### config.mk
export PLATFORM = sky130hd
export DESIGN_NAME = snd_top
export DESIGN_NICKNAME = d
export VERILOG_FILES = /design/src/verilog/snd_pkg.sv /design/src/verilog/snd_regs.sv /design/src/verilog/snd_pole.sv /design/src/verilog/snd_mixer.sv /design/src/verilog/snd_top.sv
export VERILOG_INCLUDE_DIRS = /design/src /design/src/include
export SDC_FILE = /design/constraint.sdc
export NUM_CORES = 1
export LEC_CHECK = 0
export BUFFER_PORTS_ARGS = -buffer_cell sky130_fd_sc_hd__clkbuf_2
export CORE_UTILIZATION = 60
export CTS_BUF_LIST = sky130_fd_sc_hd__clkbuf_4 sky130_fd_sc_hd__clkbuf_8
export DETAILED_ROUTE_END_ITERATION = 6
export MAX_ROUTING_LAYER = met4
export PLACE_DENSITY = 0.79
export SLEW_MARGIN = 15
export SYNTH_ARGS = -nofsm -noshare
export SYNTH_HDL_FRONTEND = slang
export SYNTH_HIERARCHICAL = 1
export SYNTH_SLANG_ARGS = --single-unit
export TNS_END_PERCENT = 30
### constraint.sdc
create_clock -name clk -period 16.38 [get_ports clk]
set_input_delay 2.457 -clock clk [delete_from_list [all_inputs] [get_ports clk]]
set_output_delay 2.457 -clock clk [all_outputs]
set_load 0.005 [all_outputs]
### src/include/snd_consts.svh
// constants for the sound back end; widths match the snd_pkg types they feed
// register offsets are byte offsets on a 4-bit AXI4-Lite address

`ifndef SND_CONSTS_SVH
`define SND_CONSTS_SVH

// register map
`define SND_REG_CTRL    4'h0
`define SND_REG_STAT    4'h4

// 4.4 gains, 8'h10 is unity
`define SND_FM_GAIN     8'h06
`define SND_PCM_GAIN_0  8'h04   // fxlevel 0
`define SND_PCM_GAIN_1  8'h08
`define SND_PCM_GAIN_2  8'h0C
`define SND_PCM_GAIN_3  8'h10   // fxlevel 3, unity

// pole coefficients as a fraction of 128
`define SND_POLE_LO     7'd104
`define SND_POLE_HI     7'd108

// AXI4-Lite response codes
`define SND_RESP_OKAY   2'd0
`define SND_RESP_SLVERR 2'd2

`endif

### src/verilog/snd_pkg.sv
// types shared by the sound back end and its testbench
// AXI4-Lite address is only 4 bits wide, enough for the two registers

package snd_pkg;

    typedef logic signed [15:0] sample_t;   // FM input and mixer output
    typedef logic signed [13:0] pcm_t;      // raw ADPCM sample
    typedef logic        [7:0]  gain_t;     // 4.4 unsigned
    typedef logic        [6:0]  pole_coef_t; // fraction of 128

    typedef logic [3:0]  axil_addr_t;
    typedef logic [31:0] axil_data_t;
    typedef logic [1:0]  axil_resp_t;

    typedef struct packed {
        gain_t      fm_gain;
        gain_t      pcm_gain;
        logic       filter_en;
        pole_coef_t pole_a;
    } snd_cfg_t;

    // master to slave
    typedef struct packed {
        logic       awvalid;
        axil_addr_t awaddr;
        logic       wvalid;
        axil_data_t wdata;
        logic [3:0] wstrb;
        logic       bready;
        logic       arvalid;
        axil_addr_t araddr;
        logic       rready;
    } axil_req_t;

    // slave to master
    typedef struct packed {
        logic       awready;
        logic       wready;
        logic       bvalid;
        axil_resp_t bresp;
        logic       arready;
        logic       rvalid;
        axil_data_t rdata;
        axil_resp_t rresp;
    } axil_rsp_t;

endpackage

### src/verilog/snd_regs.sv
// AXI4-Lite control block: CTRL at 0x0, sticky clip flag in STAT at 0x4
// only wstrb[0] is honoured, other offsets answer SLVERR

`include "snd_consts.svh"

module snd_regs (
    input  logic               clk,
    input  logic               rst,
    input  snd_pkg::axil_req_t bus_req,
    output snd_pkg::axil_rsp_t bus_rsp,
    input  logic               clip,
    output snd_pkg::snd_cfg_t  cfg
);

    logic [5:0]          ctrl;      // pole_sel, filter_en, fxlevel, pcm_en, fm_en
    logic [5:0]          ctrl_nxt;
    logic                clip_flag;
    logic                wr_take;
    logic                rd_take;
    logic                wr_mapped;
    logic                rd_mapped;
    logic                wr_ctrl;
    logic                wr_stat;
    logic                bvalid;
    logic                rvalid;
    snd_pkg::axil_resp_t bresp;
    snd_pkg::axil_resp_t rresp;
    snd_pkg::axil_data_t rdata;
    snd_pkg::axil_data_t rd_word;
    snd_pkg::gain_t      pcm_gain_nxt;

    // one outstanding response per channel
    assign wr_take = bus_req.awvalid & bus_req.wvalid & ~bvalid;
    assign rd_take = bus_req.arvalid & ~rvalid;

    assign wr_mapped = (bus_req.awaddr == `SND_REG_CTRL) || (bus_req.awaddr == `SND_REG_STAT);
    assign rd_mapped = (bus_req.araddr == `SND_REG_CTRL) || (bus_req.araddr == `SND_REG_STAT);

    assign wr_ctrl = wr_take && bus_req.wstrb[0] && (bus_req.awaddr == `SND_REG_CTRL);
    assign wr_stat = wr_take && bus_req.wstrb[0] && (bus_req.awaddr == `SND_REG_STAT);

    // decode from the next value so cfg follows a write by one cycle
    assign ctrl_nxt = wr_ctrl ? bus_req.wdata[5:0] : ctrl;

    always_comb begin
        case (ctrl_nxt[3:2])
            2'd0:    pcm_gain_nxt = `SND_PCM_GAIN_0;
            2'd1:    pcm_gain_nxt = `SND_PCM_GAIN_1;
            2'd2:    pcm_gain_nxt = `SND_PCM_GAIN_2;
            default: pcm_gain_nxt = `SND_PCM_GAIN_3;
        endcase
    end

    always_ff @(posedge clk or posedge rst) begin
        if (rst) begin
            ctrl          <= '0;
            cfg.fm_gain   <= '0;
            cfg.pcm_gain  <= '0;
            cfg.filter_en <= 1'b0;
            cfg.pole_a    <= `SND_POLE_LO;
        end else begin
            ctrl          <= ctrl_nxt;
            cfg.fm_gain   <= ctrl_nxt[0] ? `SND_FM_GAIN : 8'h00;
            cfg.pcm_gain  <= ctrl_nxt[1] ? pcm_gain_nxt : 8'h00;
            cfg.filter_en <= ctrl_nxt[4];
            cfg.pole_a    <= ctrl_nxt[5] ? `SND_POLE_HI : `SND_POLE_LO;
        end
    end

    // set beats clear when both land together
    always_ff @(posedge clk or posedge rst) begin
        if (rst) begin
            clip_flag <= 1'b0;
        end else if (clip) begin
            clip_flag <= 1'b1;
        end else if (wr_stat && bus_req.wdata[0]) begin
            clip_flag <= 1'b0;
        end
    end

    // write response channel
    always_ff @(posedge clk or posedge rst) begin
        if (rst) begin
            bvalid <= 1'b0;
            bresp  <= `SND_RESP_OKAY;
        end else if (wr_take) begin
            bvalid <= 1'b1;
            bresp  <= wr_mapped ? `SND_RESP_OKAY : `SND_RESP_SLVERR;
        end else if (bus_req.bready) begin
            bvalid <= 1'b0;
        end
    end

    always_comb begin
        case (bus_req.araddr)
            `SND_REG_CTRL: rd_word = {26'd0, ctrl};
            `SND_REG_STAT: rd_word = {31'd0, clip_flag};
            default:       rd_word = '0;   // unmapped reads as zero
        endcase
    end

    // read data channel
    always_ff @(posedge clk or posedge rst) begin
        if (rst) begin
            rvalid <= 1'b0;
            rresp  <= `SND_RESP_OKAY;
        end else if (rd_take) begin
            rvalid <= 1'b1;
            rresp  <= rd_mapped ? `SND_RESP_OKAY : `SND_RESP_SLVERR;
        end else if (bus_req.rready) begin
            rvalid <= 1'b0;
        end
    end

    always_ff @(posedge clk) begin
        if (rd_take) begin
            rdata <= rd_word;
        end
    end

    always_comb begin
        bus_rsp.awready = wr_take;   // single-cycle pulse
        bus_rsp.wready  = wr_take;
        bus_rsp.bvalid  = bvalid;
        bus_rsp.bresp   = bresp;
        bus_rsp.arready = rd_take;
        bus_rsp.rvalid  = rvalid;
        bus_rsp.rdata   = rdata;
        bus_rsp.rresp   = rresp;
    end

endmodule

### src/verilog/snd_pole.sv
// one-pole low-pass on the ADPCM stream, output changes only on pcm_valid
// state advances only while the filter is enabled

module snd_pole (
    input  logic                clk,
    input  logic                rst,
    input  snd_pkg::pcm_t       pcm_in,
    input  logic                pcm_valid,
    input  logic                filter_en,
    input  snd_pkg::pole_coef_t pole_a,
    output snd_pkg::sample_t    pole_out
);

    snd_pkg::pcm_t      state;
    snd_pkg::pcm_t      state_nxt;
    logic signed [14:0] diff;     // pcm_in - state can need a 15th bit
    logic signed [8:0]  weight;   // 128 - pole_a, 1 to 128
    logic signed [23:0] prod;
    logic signed [23:0] step;

    assign diff   = pcm_in - state;
    assign weight = 9'sd128 - $signed({2'b00, pole_a});
    assign prod   = diff * weight;
    assign step   = prod >>> 7;

    // true result lies between state and pcm_in, so the 14-bit wrap is harmless
    assign state_nxt = state + $signed(step[13:0]);

    always_ff @(posedge clk or posedge rst) begin
        if (rst) begin
            state    <= '0;
            pole_out <= '0;
        end else if (pcm_valid) begin
            if (filter_en) begin
                state    <= state_nxt;
                pole_out <= {state_nxt, 2'b00};
            end else begin
                pole_out <= {pcm_in, 2'b00};   // bypass, same latency
            end
        end
    end

endmodule

### src/verilog/snd_mixer.sv
// one output channel: two sources with 4.4 gains, registered result
// peak flags the cycle in which the 16-bit clamp acted

module snd_mixer (
    input  logic             clk,
    input  logic             rst,
    input  snd_pkg::sample_t ch_a,
    input  snd_pkg::sample_t ch_b,
    input  snd_pkg::gain_t   gain_a,
    input  snd_pkg::gain_t   gain_b,
    output snd_pkg::sample_t mixed,
    output logic             peak
);

    logic signed [24:0] prod_a;
    logic signed [24:0] prod_b;
    logic signed [25:0] sum;
    logic signed [21:0] scaled;   // sum >>> 4
    logic               over;
    logic               under;

    // gains are unsigned, so give them a zero sign bit
    assign prod_a = ch_a * $signed({1'b0, gain_a});
    assign prod_b = ch_b * $signed({1'b0, gain_b});
    assign sum    = prod_a + prod_b;
    assign scaled = sum[25:4];

    assign over  = scaled > 22'sd32767;
    assign under = scaled < -22'sd32768;

    always_ff @(posedge clk or posedge rst) begin
        if (rst) begin
            mixed <= '0;
            peak  <= 1'b0;
        end else begin
            if (over) begin
                mixed <= 16'sh7fff;
            end else if (under) begin
                mixed <= 16'sh8000;
            end else begin
                mixed <= scaled[15:0];
            end
            peak <= over | under;
        end
    end

endmodule

### src/verilog/snd_top.sv
// sound back end: FM stereo plus filtered ADPCM mono, mixed to 16-bit stereo
// no clock enable, every input sample is taken on the cycle it is valid

module snd_top (
    input  logic               clk,
    input  logic               rst,
    input  snd_pkg::axil_req_t bus_req,
    output snd_pkg::axil_rsp_t bus_rsp,
    input  snd_pkg::sample_t   fm_left,
    input  snd_pkg::sample_t   fm_right,
    input  logic               fm_valid,
    input  snd_pkg::pcm_t      pcm_in,
    input  logic               pcm_valid,
    output snd_pkg::sample_t   left,
    output snd_pkg::sample_t   right,
    output logic               out_valid,
    output logic               peak
);

    snd_pkg::snd_cfg_t cfg;
    snd_pkg::sample_t  pole_out;   // ADPCM, padded to 16 bits
    logic              peak_l;
    logic              peak_r;

    assign peak = peak_l | peak_r;   // also sets the sticky clip flag

    // mixers add one cycle
    always_ff @(posedge clk or posedge rst) begin
        if (rst) begin
            out_valid <= 1'b0;
        end else begin
            out_valid <= fm_valid;
        end
    end

    snd_regs u_regs (
        .clk     (clk),
        .rst     (rst),
        .bus_req (bus_req),
        .bus_rsp (bus_rsp),
        .clip    (peak),
        .cfg     (cfg)
    );

    snd_pole u_pole (
        .clk       (clk),
        .rst       (rst),
        .pcm_in    (pcm_in),
        .pcm_valid (pcm_valid),
        .filter_en (cfg.filter_en),
        .pole_a    (cfg.pole_a),
        .pole_out  (pole_out)
    );

    snd_mixer u_mix_l (
        .clk    (clk),
        .rst    (rst),
        .ch_a   (fm_left),
        .ch_b   (pole_out),
        .gain_a (cfg.fm_gain),
        .gain_b (cfg.pcm_gain),
        .mixed  (left),
        .peak   (peak_l)
    );

    snd_mixer u_mix_r (
        .clk    (clk),
        .rst    (rst),
        .ch_a   (fm_right),
        .ch_b   (pole_out),   // mono ADPCM on both sides
        .gain_a (cfg.fm_gain),
        .gain_b (cfg.pcm_gain),
        .mixed  (right),
        .peak   (peak_r)
    );

endmodule

==> results.yml, run 1 <==
sta:
  grt_setup_unrepaired: "false"
  worst_slack_ps: 6090
  max_freq_ghz: 0.0972
  tightest_slew_ps: 1220
  holdWs_ps: 496
  report.final.slew_viol_count: 0
  min_period_ps: 10290
  fin_setup_tns_ps: 0
  final-hold-violation-count: 0
  finalCritPeriodShare_pct: 62.8
  relSlewSlack_pct: 18.9
  setup_viol: 0
  finClkSkew_ps: 29.7
worst_setup_path:
  startpoint_type: "input pin"
  worstSetupEndpointType: "register"
  crit_type: "in2reg"
  cpMostUsedCell: "fa_1"
  arrival_ps: 10640
  slowest_delay_ps: 670
  reg2reg_depth: 32
  cp_max_fo: 8
  cp.required_ps: 16730
  reg2reg_setup_slack_ps: 7850
  crit_slowest_cell: "xnor2_1"
yosys:
  netlist_top_cells_area: "fa_1 42%, ha_1 11%, inv_1 11%"
  syn_inst: 3072
  synth-edff-count: 6
  synth_ff_type: "dfrtp_1"
  synth.avg_cell_area_um2: 9.06
  async_flop_share_pct: 92.8
  synth_area_um2: 27800
  synth_cell_types: 86
  yosys.area.top_type: "fa_1"
  synth_warnings: 6
  ys_seq_elements: 83
  synth.top_cell.area_share_pct: 42.0
  seq_area_frac_synth_pct: 7.57
layout:
  fin_nets: 4059
  drive_gt1_share_pct: 6.79
  layout_common_cells: "792 x inv_1, 584 x fa_1, 445 x nand2_1"
  fin_util_pct: 63.4
  layout_commonest_cell: "inv_1"
  num_antenna_cells: 0
  area_growth_pct: 3.68
clock_network:
  clk_path_buf_depth: 2
  cts_resized: 0
  cts_hold_buf: 0
  clk_pin_slew_worst_paths_ps: 110
  clkSinkCount: 83
  post-cts-setup-buffers: 0
  cts_tree: "done"
  worst_skew_pair.late_latency_ps: 470
  htreeDepth: 3
  clockRootBuffer: "clkbuf_8"
  cts_buffers: 9
floorplanning:
  die_h_um: 217
  start_util_pct: 61.1
  placementRows: 78
  die_area_um2: 47300
  io-pin-count: 174
  fp.coreArea_um2: 45600
  die_w_um: 217
routing:
  drtAntennaViolNets: 0
  vias_per_cell: 5.38
  routed_wl_um: 60400
  drt-initial-drc-count: 1269
  drc_errors: 0
  routedWlPerCell_um: 16.2
  firstDrtPassIters: 5
  vias: 20100
grt:
  grt_max_degree: 37
  grt_pass1_wl_um: 103000
  gr-usage-all-layers_pct: 28.2
  antenna_found_initial: 0
  grt_pass1_vias: 22100
  overflow: 0
hold_path:
  hold_class: "reg2reg"
  hold_path_depth: 2
status:
  status: "completed"
place:
  numPortBuffers: 116
  routabilityCongestion: 0.956
  hpwl_um: 50100
  dp_worst_setup_slack_ps: 5740
job:
  maxCapViolCount: 0
[through the flow]
| stage | instance area (um2) | instances |
|---|---|---|
| 2_1_floorplan | 28000 | 3116 |
| 3_3_place_gp | 28700 | 3723 |
| 3_5_place_dp | 28700 | 3723 |
| 4_1_cts | 28900 | 3739 |
| 5_1_grt | 28900 | 3739 |
| 6_report | 28900 | 3739 |
[kinds of logic (layout without fill, tap and decap cells)]
| logic type | count (synthesis) | count (layout) | synth area share, % |
|---|---|---|---|
| XOR/XNOR | 108 | 108 | 3.55 |
| multiplexers | 40 | 40 | 1.60 |
| other | 3 | 47 | 0.0404 |
| AND/OR/NAND/NOR | 846 | 846 | 14.3 |
| adder cells (fa/ha/maj) | 826 | 826 | 52.9 |
| flip-flops | 83 | 83 | 7.57 |
| AO/OA/AOI/OAI | 260 | 260 | 6.84 |
| buffers and inverters | 906 | 929 | 13.2 |
[worst max-delay path: cells and delay by family]
family / cells / cell delay [ps]
AO/OA/AOI/OAI: 13 / 2730
AND/OR/NAND/NOR: 6 / 1030
buffers and inverters: 5 / 320
XOR/XNOR: 1 / 670
adder cells (fa/ha/maj): 8 / 3330
multiplexers: 1 / 100
[final timing paths]
| check | startpoint | to |
|---|---|---|
| setup / recovery | pcm_in[0] | u_pole/pole_out[15]$_DFFE_PP0P_ |
| hold / removal | u_regs/rresp[1]$_DFFE_PP0P_ | u_regs/rresp[1]$_DFFE_PP0P_ |
| setup reg to reg | u_pole/state[0]$_DFFE_PP0P_ | u_pole/pole_out[15]$_DFFE_PP0P_ |
| hold reg to reg | u_regs/rresp[1]$_DFFE_PP0P_ | u_regs/rresp[1]$_DFFE_PP0P_ |
| max in group asynchronous | rst | u_mix_l/mixed[1]$_DFF_PP0_ |
| min in group asynchronous | rst | out_valid$_DFF_PP0_ |
[synth_stat cells, drive strengths merged (12+ instances only)]
cell and count:
a21o 62, a21oi 85, and2 195, buf 68
clkbuf 43, dfrtp 77, fa 584, ha 242
inv 793, mux2 18, mux2i 22, nand2 446
nand2b 13, nand3 17, nand4 12, nor2 100
nor3 15, o21a 14, o21ai 37, xnor2 75
xor2 32
[registers in the layout (all words and copies together), names as in the netlist, 4 cells and up]
name,flops
u_mix_l/mixed,16
u_mix_r/mixed,16
u_pole/pole_out,14
u_pole/state,14
u_regs/cfg,4
u_regs/ctrl,5
u_regs/rdata,6
[routing by layer]
metal	GRT usage, %	up-vias	share of wire, %
met4	11.6	0	3.6
met1	33.1	10200	39
met3	3.65	140	4.8
met2	48.8	614	52
li1	-	9148	-
met5	-	-	0
[final cells by class]
cell class	count	area (um2)
fillers	3747	16700
inverters	793	2980
repair buffers	120	611
clock buffers	9	124
clock inverters	7	76.3
multi-input cells	2127	22200
well taps	600	751
flip-flops and latches	83	2110
Power of run 1 is not shown: default switching activity piles up to over one toggle a cycle in this logic, so the estimate is an artifact.
==> run 2, diff against run 1 <==
- clock period: 16.38 -> 10 ns (I/O delays scaled with it)
==> run 2 against run 1 <==
Against the previous run: sequential cell count stayed put; non-clock buffer count is 1 higher; setup slack worse by 5200 ps; critical path depth stayed put; cell count hardly changed; worst hold slack better by 2.7 ps; register-to-register slack worse by 6200 ps; clock-buffer cell count stayed put; core utilization is 0.052 points higher; sequential share of layout area hardly changed.
==> results.yml, run 2 (synthesis gave the netlist of run 1 again) <==
worst_setup_path:
  slowest_delay_ps: 570
  arrival_ps: 9480
  reg2reg_setup_slack_ps: 1650
  startpoint_type: "input pin"
  crit_slowest_cell: "xnor2_1"
  cp_max_fo: 8
  reg2reg_depth: 32
  cp.required_ps: 10350
  r2r-end: "u_pole/pole_out[15]$_DFFE_PP0P_"
  crit_type: "in2reg"
  worstSetupEndpointType: "register"
  reg2reg_from: "u_pole/state[0]$_DFFE_PP0P_"
  cpMostUsedCell: "fa_1"
clock_network:
  post-cts-setup-buffers: 0
  clockRootBuffer: "clkbuf_8"
  cts_tree: "done"
  worst_skew_pair.late_latency_ps: 470
  cts_buffers: 9
  clk_pin_slew_worst_paths_ps: 110
  clk_path_buf_depth: 2
  htreeDepth: 3
  cts_hold_buf: 0
  cts_resized: 0
  clkSinkCount: 83
routing:
  firstDrtPassIters: 6
  vias_per_cell: 5.42
  drtAntennaViolNets: 0
  routed_wl_um: 59600
  routedWlPerCell_um: 15.9
  drc_errors: 0
  vias: 20300
  drt-initial-drc-count: 1375
place:
  place_area_um2: 28700
  routabilityCongestion: 0.917
  numPortBuffers: 116
  hpwl_um: 49700
hold_path:
  hp-start: "u_regs/bresp[1]$_DFFE_PP0P_"
  hold_class: "reg2reg"
  holdPathEnd: "u_regs/bresp[1]$_DFFE_PP0P_"
  hold_path_depth: 2
layout:
  drive_gt1_share_pct: 6.82
  seqCellArea_um2: 2110
  multi_input_area_um2: 22200
  fin_util_pct: 63.4
  nFillCells: 3777
  biggestRegsByFlops: "u_mix_l/mixed: 16 flops, u_mix_r/mixed: 16 flops"
  layout_commonest_cell: "inv_1"
  final_area_um2: 28900
  layout_common_cells: "792 x inv_1, 584 x fa_1, 445 x nand2_1"
  area_growth_pct: 3.77
  fin_nets: 4060
sta:
  tightest_slew_ps: 1220
  setup_viol: 0
  finClkSkew_ps: 26.7
  fin_setup_tns_ps: 0
  min_period_ps: 9130
  final-hold-violation-count: 0
  grt_setup_unrepaired: "false"
  report.final.slew_viol_count: 0
  max_freq_ghz: 0.110
  relSlewSlack_pct: 18.7
  finalCritPeriodShare_pct: 91.3
floorplanning:
  start_util_pct: 61.1
  die_area_um2: 47300
  placementRows: 78
  die_h_um: 217
  die_w_um: 217
  io-pin-count: 174
  fp.coreArea_um2: 45600
grt:
  overflow: 0
  grt_busiest_layer: "met2"
  grt_pass1_wl_um: 103000
  gr-usage-met1_pct: 33.5
  grt_max_degree: 34
  grtUsageMet2_pct: 48.4
  gr-usage-all-layers_pct: 27.8
  grt_util_met3_pct: 3.56
  grt_pass1_vias: 21900
  antenna_found_initial: 2
job:
  maxCapViolCount: 0
status:
  status: "completed"
[run 2: cell types whose count changed in the layout (fill, tap and decap cells not counted), sizes merged]
| cell | delta |
|---|---|
| bufinv | +1 |
| buf | +1 |
| inv | +2 |
| diode | +2 |
| clkinv | -3 |
[run 2: final cells by class]
type | instances | share of cell area [%]
Multi-Input combinational cell | 2127 | 76.9
Clock inverter | 7 | 0.303
Antenna cell | 2 | 0.0173
Timing Repair Buffer | 121 | 2.14
Tap cell | 600 | 2.60
Inverter | 793 | 10.3
Clock buffer | 9 | 0.429
Sequential cell | 83 | 7.30
[run 2: worst max-delay path: cells and delay by family]
family	cells	cell delay, ps
compound gates	13	2730
xor+xnor	1	570
fa+ha+maj	8	3320
buf+inv	5	310
mux	1	90
simple gates	6	970
[run 2: per-stage QoR]
stage | hold WS [ps] | instances | setup slack (ps)
floorplan | 466 | 3116 | 1480
global placement | 464 | 3724 | 613
detailed placement | 487 | 3724 | 496
CTS | 510 | 3740 | 958
global route | 537 | 3742 | 412
finish | 499 | 3742 | 875
[run 2: worst max-delay path by stage]
stage              start                         endpoint  slack, ps  cells past startpoint
6_report       pcm_in[0]  u_pole/pole_out[15]$_DFFE_PP0P_        870                     34
4_1_cts        pcm_in[0]  u_pole/pole_out[15]$_DFFE_PP0P_        960                     34
5_1_grt        pcm_in[0]  u_pole/pole_out[15]$_DFFE_PP0P_        410                     36
3_3_place_gp   pcm_in[0]  u_pole/pole_out[15]$_DFFE_PP0P_        610                     34
2_1_floorplan  pcm_in[0]  u_pole/pole_out[15]$_DFFE_PP0P_       1480                     33
3_5_place_dp   pcm_in[0]  u_pole/pole_out[15]$_DFFE_PP0P_        500                     34
[run 2: routing by layer]
metal  wire, um  share of wire (%)  up-vias
li1           -                  -     9147
met1      23500                 39    10400
met2      31500                 53      584
met3       2880                4.8      117
met4       1640                2.8        0
met5          0                  0        -
Power of run 2 is left out for the same reason.
